--- src/common/aes_pkg.sv ---
`default_nettype none

package aes_pkg;

	localparam int BLK_W      = 128;
	localparam int NUM_ROUNDS = 10;

	localparam logic [7:0] RCON_INIT = 8'h01;

	// loader states
	localparam logic [1:0] LD_GET_KEY     = 2'd0;
	localparam logic [1:0] LD_GET_IV      = 2'd1;
	localparam logic [1:0] LD_WAIT_BLOCK  = 2'd2;
	localparam logic [1:0] LD_WAIT_RESULT = 2'd3;

	// forward s-box, entry 0 in the top byte
	localparam logic [0:255][7:0] SBOX_TABLE = {
		128'h637c777bf26b6fc53001672bfed7ab76,
		128'hca82c97dfa5947f0add4a2af9ca472c0,
		128'hb7fd9326363ff7cc34a5e5f171d83115,
		128'h04c723c31896059a071280e2eb27b275,
		128'h09832c1a1b6e5aa0523bd6b329e32f84,
		128'h53d100ed20fcb15b6acbbe394a4c58cf,
		128'hd0efaafb434d338545f9027f503c9fa8,
		128'h51a3408f929d38f5bcb6da2110fff3d2,
		128'hcd0c13ec5f974417c4a77e3d645d1973,
		128'h60814fdc222a908846eeb814de5e0bdb,
		128'he0323a0a4906245cc2d3ac629195e479,
		128'he7c8376d8dd54ea96c56f4ea657aae08,
		128'hba78252e1ca6b4c6e8dd741f4bbd8b8a,
		128'h703eb5664803f60e613557b986c11d9e,
		128'he1f8981169d98e949b1e87e9ce5528df,
		128'h8ca1890dbfe6426841992d0fb054bb16
	};

	// bytes[0] is in0 of FIPS-197; cols[c] holds bytes 4c..4c+3
	typedef union packed {
		logic [0:15][7:0] bytes;
		logic [0:3][31:0] cols;
	} aes_state_u;

	function automatic logic [7:0] sbox(input logic [7:0] b);
		return SBOX_TABLE[b];
	endfunction

	// multiply by x modulo x^8+x^4+x^3+x+1
	function automatic logic [7:0] xtime(input logic [7:0] b);
		return {b[6:0], 1'b0} ^ (b[7] ? 8'h1b : 8'h00);
	endfunction

endpackage

`default_nettype wire

--- src/design/aes_block_writer.sv ---
`timescale 1ns/1ps
`default_nettype none

module aes_block_writer (
	input  logic                      clk,
	input  logic                      reset,
	input  logic                      result_valid,
	input  logic [aes_pkg::BLK_W-1:0] result_block,
	output logic                      writer_free,
	output logic [aes_pkg::BLK_W-1:0] out_tdata,
	output logic                      out_tvalid,
	input  logic                      out_tready
);

	// empty, or the held block leaves this cycle
	assign writer_free = !out_tvalid || out_tready;

	always_ff @(posedge clk) begin
		if (reset)
			out_tvalid <= 1'b0;
		else if (writer_free)
			out_tvalid <= result_valid;
	end

	always_ff @(posedge clk) begin
		if (result_valid)
			out_tdata <= result_block; // only offered while writer_free
	end

endmodule

`default_nettype wire

--- config.mk ---
export PLATFORM = sky130hd
export DESIGN_NAME = aes_block_writer
export DESIGN_NICKNAME = d
export VERILOG_FILES = /design/src/common/aes_pkg.sv /design/src/design/aes_block_writer.sv
export SDC_FILE = /design/constraint.sdc
export NUM_CORES = 1
export LEC_CHECK = 0
export BUFFER_PORTS_ARGS = -buffer_cell sky130_fd_sc_hd__buf_2
export CAP_MARGIN = 10
export CORE_AREA = 4 4 130 132
export CTS_CLUSTER_SIZE = 25
export DETAILED_ROUTE_END_ITERATION = 6
export DIE_AREA = 0 0 134 136
export PLACE_DENSITY = 0.59
export SYNTH_ARGS = -nofsm -noshare
export SYNTH_HDL_FRONTEND = slang
export SYNTH_SLANG_ARGS = --single-unit
--- constraint.sdc ---
create_clock -name clk -period 1.5 [get_ports clk]
set_input_delay 0.225 -clock clk [delete_from_list [all_inputs] [get_ports clk]]
set_output_delay 0.225 -clock clk [all_outputs]
set_load 0.01 [all_outputs]
==> impl_metrics.ini, run 1 <==
[clock_network]
hold_buffers = 129
postCtsResizedCells = 0
post-cts-setup-buffers = 0
htree_levels = 4
cts_sinks = 129
root_buffer = clkbuf_16
cts_buffers = 17
clockBufferDepth = 2

[floorplanning]
start_util_pct = 24.76
die_w_um = 134
dieHeight_um = 136
io_pins = 262
rows = 46

[yosys]
synth_largest_area_cell = edfxtp_1
ys_types = 5
synth-warning-count = 0
synth_seq_cells = 129
ys_seq_area_share_pct = 99.32
syn_area_um2 = 3890
synth_area_leaders = edfxtp_1, dfxtp_1, nand2b_4, a21oi_2, inv_1
synth_fp_nets = 264
avgSynthCellArea_um2 = 29.47
synth_top_cell_area_share_pct = 98.81
synthCells = 132

[placement]
place_ws_ps = 460.3
dpl.hpwl_mm = 7.522
gp_congestion = 0.7160
dp_cells = 611
numPortBuffers = 261

[run_status]
first-error = [ERROR RSZ-0060] Max buffer count reached.
haltStage = clock tree synthesis (4_1_cts)
status = stopped before the end
per-stage QoR:
stage / hold slack (ps) / util [%] / cell area [um^2]
3_5_place_dp: 391.5 / 35.06 / 5509
3_3_place_gp: 385.7 / 35.06 / 5509
2_1_floorplan: 287.4 / - / 3890
kinds of logic after synthesis:
kind of cell / synth area share [%]
simple gates: 0.3537
compound gates: 0.2252
flops: 99.32
buf+inv: 0.09640
cells in the mapped netlist:
library cell,n
dfxtp_1,1
nand2b_4,1
inv_1,1
edfxtp_1,128
a21oi_2,1
==> run 2, diff against run 1 <==
--- a/config.mk
+++ b/config.mk
@@ -7,11 +7,10 @@
 export LEC_CHECK = 0
 export BUFFER_PORTS_ARGS = -buffer_cell sky130_fd_sc_hd__buf_2
 export CAP_MARGIN = 10
-export CORE_AREA = 4 4 130 132
-export CTS_CLUSTER_SIZE = 25
+export CORE_AREA = 4 4 145 147
 export DETAILED_ROUTE_END_ITERATION = 6
-export DIE_AREA = 0 0 134 136
-export PLACE_DENSITY = 0.59
+export DIE_AREA = 0 0 149 151
+export PLACE_DENSITY_LB_ADDON = 0.15
 export SYNTH_ARGS = -nofsm -noshare
 export SYNTH_HDL_FRONTEND = slang
 export SYNTH_SLANG_ARGS = --single-unit
==> run 2 against run 1 <==
The run now ends clean. Synthesized area unchanged. Synthesized cell count is the same.
==> impl_metrics.ini, run 2 <==
[clock_network]
insertion_delay_ps = 400
htree_levels = 4
clockBufferDepth = 2
cts_tree = yes
cts_sinks = 129
path_clk_slew_ps = 60
cts_buffers = 17
root_buffer = clkbuf_16
postCtsResizedCells = 0

[setup_path]
max_stage_delay_ps = 380
cp_max_fo = 2
reg2reg_setup_slack_ps = 880
startpoint_type = flop
cp_top_family = flip-flops
arrival_ps = 990
worst_ep_required_time_ps = 1270
cp-end-kind = output port
slowest_stage = dfxtp_1
crit_path_cell_trace = nand2b_4 -> buf_2
crit_type = flop to output port
cp_num_buf_inv = 1

[detailed_routing]
ant_nets = 0
drt-pass1-iter-count = 4
routed_wl_mm = 11.70
avgRoutedWirePerCell_um = 14.15
drc_errors = 0
vias = 2890
drtIter0Drc = 72
via_per_inst = 3.495

[yosys]
avgSynthCellArea_um2 = 29.47
synth_seq_cells = 129
ys_types = 5
synth_largest_area_cell = edfxtp_1
yosysMostFrequentCell = edfxtp_1
async_reset_ff_share_pct = 0
ys_seq_area_share_pct = 99.32
synth_ff_type = edfxtp_1
syn_area_um2 = 3890
netlist_top_cells_count = edfxtp_1, a21oi_2, dfxtp_1, inv_1, nand2b_4
synthCells = 132
synth_area_leaders = edfxtp_1, dfxtp_1, nand2b_4, a21oi_2, inv_1
synth-warning-count = 0
synth_edf_count = 128
synth_fp_nets = 264
synth_top_cell_area_share_pct = 98.81

[floorplanning]
io_pins = 262
die_w_um = 149
rows = 52
start_util_pct = 19.54
die-area_um2 = 22500
dieHeight_um = 151
core_area_um2 = 19910

[flow_run]
drv_cap = 0

[run_status]
status = complete, no violations

[grt]
antenna_found_initial = 0
grt_pass1_vias = 3312
grt_overflow = 0
grtUsageTotal_pct = 10.37
grt_max_degree = 41
grt_pass1_wl_mm = 17.47

[min_path]
min_path_type = input pin to flop

[pwr]
intPower_uw = 7422
power_frac_comb_pct = 10.3
sw_frac_of_total_pct = 21.72
p_per_area_nw_per_um2 = 1268
vdd_drop_max_uv = 702.0
power.leakage_uw = 0.003156
p_clk_share_pct = 43.9
pwr-share-seq_pct = 45.8
power.net_switching_uw = 2059

[timing]
slew_viol_final = 0
hold_viol = 0
fin_setup_tns_ps = 0
period_needed_ps = 1211
finalSetupViolCount = 0
worst_pin_slew_ps = 233.6
slew_headroom_pct = 84.42
finalCritPeriodShare_pct = 80.76
fmax_mhz = 825.5
hold_ws_ps = 22.30
rsz0062_at_grt = false
finalClockSkew_ps = 0

[cells_and_area]
final_common_cell = buf_2
drive_gt1_share_pct = 53.32
top_register = out_tdata
final.fill_count = 1912
syn_to_final_growth_pct = 92.15
final_cell_mix = buf_2, edfxtp_1, dlygate4sd3_1
antennaDiodeCount = 0
largest_reg_flops = 128
finalNetCount = 676
reg_top3 = out_tdata: 128 flops, out_tvalid: 1 flops

[placement]
numPortBuffers = 261
dpl.hpwl_mm = 8.363
gp_congestion = 0.7243
run 2: cell counts after synthesis:
No cell type changed its count.
run 2: cell type report:
class                           instances  area, um^2  share of cell area [%]
Multi-Input combinational cell          2       22.52                  0.3013
Inverter                                1       3.754                 0.05022
Tap cell                              270       337.8                   4.520
Timing Repair Buffer                  393        2655                   35.52
Sequential cell                       129        3864                   51.69
Clock inverter                         14       162.7                   2.176
Clock buffer                           18       429.2                   5.742
run 2: timing repair:
item / in CTS / in global routing
hold buffers: 126 / 1
endpoints found under the hold margin: 126 / 1
setup buffers: 0 / 0
run 2: power by group through the flow:
| stage | sequential, uW | combinational [uW] | clock, uW |
|---|---|---|---|
| after floorplan | 4590 | 5.48 | 0 |
| after detailed placement | 4420 | 733 | 0 |
| final | 4340 | 979 | 4160 |
| after global placement | 4420 | 733 | 0 |
| after CTS | 4350 | 994 | 4290 |
| after global routing | 4370 | 1060 | 4470 |
run 2: per-stage QoR:
step | cell area [um^2] | cells | power (uW) | setup WS [ps] | util, %
floorplan | 3890 | 132 | 4596 | 796.3 | -
global placement | 5612 | 668 | 5153 | 468.1 | 28.19
detailed placement | 5612 | 668 | 5152 | 457.9 | 28.19
CTS | 7465 | 826 | 9628 | 259.3 | 37.49
global route | 7475 | 827 | 9897 | 227.0 | 37.54
finish | 7475 | 827 | 9482 | 288.6 | 37.54
run 2: logic make-up (layout without fill, tap and decap cells):
family | Yosys count | count (layout) | synth area share, %
flip-flops | 129 | 129 | 99.32
AND/OR/NAND/NOR | 1 | 1 | 0.3537
buffers and inverters | 1 | 426 | 0.09640
AO/OA/AOI/OAI | 1 | 1 | 0.2252
run 2: per-layer routing:
metal  share of wire, %  global-route usage [%]  up-vias
li1                   -                       -     1365
met1                 34                   10.23     1358
met2                 52                   17.63      155
met3                 12                   6.134       12
met4                1.6                   4.577        0
met5                  0                       0        -
run 2: worst paths after layout:
path	start	to	depth (start not counted)
worst max-delay path	out_tvalid$_SDFFE_PP0P_	writer_free	2
worst min-delay path	result_block[116]	out_tdata[116]$_DFFE_PP_	1
worst max register to register	out_tvalid$_SDFFE_PP0P_	out_tvalid$_SDFFE_PP0P_	2
worst min register to register	out_tvalid$_SDFFE_PP0P_	out_tvalid$_SDFFE_PP0P_	2
Power figures use the tool's default switching activity.
