**src/common/aes_pkg.sv**
```systemverilog
`default_nettype none

package aes_pkg;

	localparam int BLK_W      = 128;
	localparam int NUM_ROUNDS = 10;

	localparam logic [7:0] RCON_INIT = 8'h01;

	// loader states
	localparam logic [1:0] LD_GET_KEY     = 2'd0;
	localparam logic [1:0] LD_GET_IV      = 2'd1;
	localparam logic [1:0] LD_WAIT_BLOCK  = 2'd2;
	localparam logic [1:0] LD_WAIT_RESULT = 2'd3;

	// forward s-box, entry 0 in the top byte
	localparam logic [0:255][7:0] SBOX_TABLE = {
		128'h637c777bf26b6fc53001672bfed7ab76,
		128'hca82c97dfa5947f0add4a2af9ca472c0,
		128'hb7fd9326363ff7cc34a5e5f171d83115,
		128'h04c723c31896059a071280e2eb27b275,
		128'h09832c1a1b6e5aa0523bd6b329e32f84,
		128'h53d100ed20fcb15b6acbbe394a4c58cf,
		128'hd0efaafb434d338545f9027f503c9fa8,
		128'h51a3408f929d38f5bcb6da2110fff3d2,
		128'hcd0c13ec5f974417c4a77e3d645d1973,
		128'h60814fdc222a908846eeb814de5e0bdb,
		128'he0323a0a4906245cc2d3ac629195e479,
		128'he7c8376d8dd54ea96c56f4ea657aae08,
		128'hba78252e1ca6b4c6e8dd741f4bbd8b8a,
		128'h703eb5664803f60e613557b986c11d9e,
		128'he1f8981169d98e949b1e87e9ce5528df,
		128'h8ca1890dbfe6426841992d0fb054bb16
	};

	// bytes[0] is in0 of FIPS-197; cols[c] holds bytes 4c..4c+3
	typedef union packed {
		logic [0:15][7:0] bytes;
		logic [0:3][31:0] cols;
	} aes_state_u;

	function automatic logic [7:0] sbox(input logic [7:0] b);
		return SBOX_TABLE[b];
	endfunction

	// multiply by x modulo x^8+x^4+x^3+x+1
	function automatic logic [7:0] xtime(input logic [7:0] b);
		return {b[6:0], 1'b0} ^ (b[7] ? 8'h1b : 8'h00);
	endfunction

endpackage

`default_nettype wire

```
**src/common/aes_core_if.sv**
```systemverilog
`timescale 1ns/1ps
`default_nettype none

interface aes_core_if;

	logic                      start; // one-cycle pulse, only while busy is low
	logic [aes_pkg::BLK_W-1:0] block; // cbc chaining already applied
	logic [aes_pkg::BLK_W-1:0] key;
	logic                      busy;

	modport loader (
		output start, block, key,
		input  busy
	);

	modport core (
		input  start, block, key,
		output busy
	);

endinterface

`default_nettype wire

```
**src/design/aes_block_loader.sv**
```systemverilog
`timescale 1ns/1ps
`default_nettype none

module aes_block_loader (
	input  logic                      clk,
	input  logic                      reset,
	input  logic [aes_pkg::BLK_W-1:0] in_tdata,
	input  logic                      in_tvalid,
	output logic                      in_tready,
	input  logic                      cbc,
	input  logic                      source_done,
	output logic                      processing_done,
	input  logic                      result_valid,
	input  logic [aes_pkg::BLK_W-1:0] result_block,
	aes_core_if.loader                core
);

	logic [1:0]                state;
	logic                      cbc_q; // mode of the running session
	logic [aes_pkg::BLK_W-1:0] iv;
	logic                      in_beat;

	assign in_beat = in_tvalid && in_tready;

	always_ff @(posedge clk) begin
		if (reset) begin
			state <= aes_pkg::LD_GET_KEY;
			in_tready <= 1'b0;
			core.start <= 1'b0;
			processing_done <= 1'b0;
			cbc_q <= 1'b0;
		end else begin
			core.start <= 1'b0;
			processing_done <= 1'b0;

			case (state)
				aes_pkg::LD_GET_KEY: begin
					in_tready <= 1'b1;
					if (in_beat) begin
						cbc_q <= cbc;
						state <= cbc ? aes_pkg::LD_GET_IV : aes_pkg::LD_WAIT_BLOCK;
					end
				end
				aes_pkg::LD_GET_IV: begin
					in_tready <= 1'b1;
					if (in_beat)
						state <= aes_pkg::LD_WAIT_BLOCK;
				end
				aes_pkg::LD_WAIT_BLOCK: begin
					in_tready <= !core.busy;
					if (in_beat) begin
						in_tready <= 1'b0;
						core.start <= 1'b1;
						state <= aes_pkg::LD_WAIT_RESULT;
					end else if (source_done && !in_tvalid && !core.busy) begin
						processing_done <= 1'b1; // session over, next beat is a key
						state <= aes_pkg::LD_GET_KEY;
					end
				end
				aes_pkg::LD_WAIT_RESULT: begin
					// core is idle again in the cycle after the handover
					in_tready <= result_valid;
					if (result_valid)
						state <= aes_pkg::LD_WAIT_BLOCK;
				end
				default: begin
					in_tready <= 1'b0;
					state <= aes_pkg::LD_GET_KEY;
				end
			endcase
		end
	end

	always_ff @(posedge clk) begin
		if (in_beat) begin
			case (state)
				aes_pkg::LD_GET_KEY:
					core.key <= in_tdata;
				aes_pkg::LD_GET_IV:
					iv <= in_tdata;
				aes_pkg::LD_WAIT_BLOCK:
					core.block <= cbc_q ? (in_tdata ^ iv) : in_tdata;
				default: ;
			endcase
		end

		// next block chains on this ciphertext
		if (state == aes_pkg::LD_WAIT_RESULT && result_valid && cbc_q)
			iv <= result_block;
	end

endmodule

`default_nettype wire

```
**src/flat_wrapper.sv**
```systemverilog
// flat-port wrapper written by rule: the top's interface ports become plain ports
module aes_block_loader_flat 
  (clk, reset, in_tdata, in_tvalid, in_tready, cbc, source_done, processing_done, result_valid, result_block, core_start, core_block, core_key, core_busy);
  aes_core_if core_i ();
  input  logic clk;
  input  logic reset;
  input  logic [aes_pkg::BLK_W-1:0] in_tdata;
  input  logic in_tvalid;
  output logic in_tready;
  input  logic cbc;
  input  logic source_done;
  output logic processing_done;
  input  logic result_valid;
  input  logic [aes_pkg::BLK_W-1:0] result_block;
  output wire logic [$bits(core_i.start)-1:0] core_start;
  output wire logic [$bits(core_i.block)-1:0] core_block;
  output wire logic [$bits(core_i.key)-1:0] core_key;
  input wire logic [$bits(core_i.busy)-1:0] core_busy;
  assign core_start = core_i.start;
  assign core_block = core_i.block;
  assign core_key = core_i.key;
  assign core_i.busy = core_busy;
  aes_block_loader u_core (.clk(clk), .reset(reset), .in_tdata(in_tdata), .in_tvalid(in_tvalid), .in_tready(in_tready), .cbc(cbc), .source_done(source_done), .processing_done(processing_done), .result_valid(result_valid), .result_block(result_block), .core(core_i));
endmodule
```
**config.mk**
```make
export PLATFORM = sky130hd
export DESIGN_NAME = aes_block_loader_flat
export DESIGN_NICKNAME = d
export VERILOG_FILES = /design/src/common/aes_pkg.sv /design/src/common/aes_core_if.sv /design/src/design/aes_block_loader.sv /design/src/flat_wrapper.sv
export SDC_FILE = /design/constraint.sdc
export NUM_CORES = 1
export LEC_CHECK = 0
export ABC_AREA = 1
export BUFFER_PORTS_ARGS = -buffer_cell sky130_fd_sc_hd__buf_2
export CORE_MARGIN = 2
export CORE_UTILIZATION = 40
export CTS_CLUSTER_SIZE = 24
export DETAILED_ROUTE_END_ITERATION = 10
export PLACE_DENSITY = 0.66
export SLEW_MARGIN = 25
export SYNTH_ARGS = -nofsm -noshare
export SYNTH_HDL_FRONTEND = slang
export SYNTH_SLANG_ARGS = --single-unit
```
**constraint.sdc**
```tcl
create_clock -name clk -period 19.2 [get_ports clk]
set_input_delay 3.84 -clock clk [delete_from_list [all_inputs] [get_ports clk]]
set_output_delay 3.84 -clock clk [all_outputs]
set_load 0.02 [all_outputs]
```
==> run summary <==
slew at the pin with the worst max-slew slack: 967 ps
crit path from: result_valid
Syn-to-layout area delta: 27.8%
dpl cells: 2249
Worst Setup End Kind: register
nets: 2038
Period Utilization, post-route: 31.3%
pins over their slew limit: 0
P per Cell Area: 95.2 nW/um^2
Via density: 4.45
FP Rows: 72
initial antenna violation count: 7
DIE HEIGHT: 202 um
I/O pins: 522
maximum VDD drop: 0.0758 mV
Final Hold Slack: 632 ps
DRT Pass-1 Iters: 5
slew margin rel.: 35.6%
RSZ-0062 raised after global routing: false
total grt overflow: 0
synthesized area: 15700 sq um
Yosys cell types: 18
root buffer cell: clkbuf_16
Max clock buf depth: 3
post-synth top area share: 73.5%
kind of critical path: input pin to register
largest area contributor in the netlist: edfxtp_1
Syn. warnings: 0
Synth area leaders: edfxtp_1 74%, nand2_1 13%, xor2_1 7.1%
postcts setup bufs: 0
clock tree from TritonCTS: yes
IO buf count: 521
vias in the first global route: 10400
ys flop type: edfxtp_1
Max-Cap Viols: 0
largest net degree at the start of global routing: 85
fmax: 166 MHz
CTS H-tree lvls: 2
run status: completed
Reg-to-Reg Start: u_core.cbc_q$_SDFFE_PP0P_
Synth top cells by count: 528 x nand2_1, 384 x edfxtp_1, 136 x inv_1
Tot Pwr: 1.91 mW
die area: 40800 sq um
Mapped Cells: 1244
syn avg cell area: 12.6 sq um
hold path start: u_core.iv[59]$_DFFE_PP_
net count after synthesis: 1507
Clock Latency Late Sink: 540 ps
FF+latch count, synth: 390
number of remaining DRC errors: 0
Post-DP HPWL: 26900 um
Setup TNS Final: 0 ps
Worst EP arrival: 6160 ps
CP max FO: 69
gr usage total: 18.8%
Core Area: 38600 sq um
per-cell routed wire length: 16.7 um
Startpoint Class: input pin
Final WS setup: 13190 ps
Initial Util: 40.6%
Routability Congestion: 0.807
hold buffer count at CTS: 0
fraction of registers with async set/reset: 0%
post-synthesis sequential area ratio: 74.3%
Worst EP required: 19350 ps
Hold Path Class: register to register
Post-DRT Antenna Nets: 0
# setup viols final: 0
worst slack, placed: 12540 ps
CTS Sinks: 390
first-pass GRT wire length: 58700 um
Post-Route WL: 38900 um
1st-iter DRT viols: 422
detailed-route via count: 10400
share of cells above drive strength 1: 32.9%
Num CTS Buffers: 42
register clock-pin slew on the reported worst setup and hold paths: 60 ps
minimum clock period: 6010 ps
most numerous cell in the Yosys netlist: nand2_1
Clock Skew: 15.3 ps
Leak: 8.64 nW
endpoints failing hold: 0
die width: 202 um
fin cells: 2328
EDFF count, synth: 384
cts repair resizes: 0
[sequential cells by signal, summed over array words and instances, names as in the netlist]
signal	count
u_core.core.block	128
u_core.core.key	128
u_core.iv	128
u_core.state	2
u_core.cbc_q	1
u_core.core.start	1
u_core.in_tready	1
u_core.processing_done	1
[worst max-delay path: stages]
cell	delay, ps
buf_2	90
nand2_1	80
nor2_4	150
inv_4	240
o31ai_4	120
buf_4	660
buf_4	830
[layout by cell type (no fill, tap or decap), drive strengths merged]
master / count
xor2: 128
nand2: 528
bufinv: 2
edfxtp: 384
o31ai: 1
clkbuf: 53
a21oi: 1
inv: 137
diode: 5
nand3: 4
buf: 529
dfxtp: 6
nor3: 1
o21ai: 1
or2: 1
nor2: 10
clkinv: 19
[cell type report]
type                    instances  area [sq um]
multi-input cells             675          3210
flip-flops and latches        390         11700
fillers                      3417         18600
repair buffers                529          2670
clock buffers                  53          1160
diodes                          5          12.5
inverters                     137           527
well taps                     518           648
clock inverters                21           155
[per-stage QoR]
stage	utilization [%]	cell area (sq um)
after floorplan	-	15700
after global placement	48.4	18700
after detailed placement	48.4	18700
after CTS	51.8	20000
after global routing	51.8	20000
final	51.8	20000
[power by group]
part / internal (mW) / switching (mW)
clock network: 0.452 / 0.319
logic: 0.0538 / 0.101
registers: 0.973 / 0.00953
total: 1.48 / 0.429
[per-layer routing]
metal  up-vias  share of wire [%]  GRT usage (%)
met5         -               0.12              0
met4         6                3.1           7.27
met3        77                7.7           5.06
met2       397                 49           32.0
met1      4805                 40           22.8
li1       5071                  -              -
[kinds of logic (layout without fill, tap and decap cells)]
logic type                after synthesis  in the layout  synth area share, %
xor gates and xnor gates              128            128                 7.15
buffers and inverters                 179            740                 5.35
AOI/OAI and AO/OA                       3              3                0.112
other                                   0              5                    0
and+or+nand+nor                       544            544                 13.1
DFF                                   390            390                 74.3
[worst paths after layout]
check                           slack, ps  depth (start not counted)                               to
worst min register to register        630                          3  u_core.core.block[59]$_DFFE_PP_
worst max-delay path                13190                          7          u_core.iv[84]$_DFFE_PP_
worst min-delay path                  630                          3  u_core.core.block[59]$_DFFE_PP_
worst max register to register      15770                          6          u_core.iv[84]$_DFFE_PP_
Power figures use the tool's default switching activity.
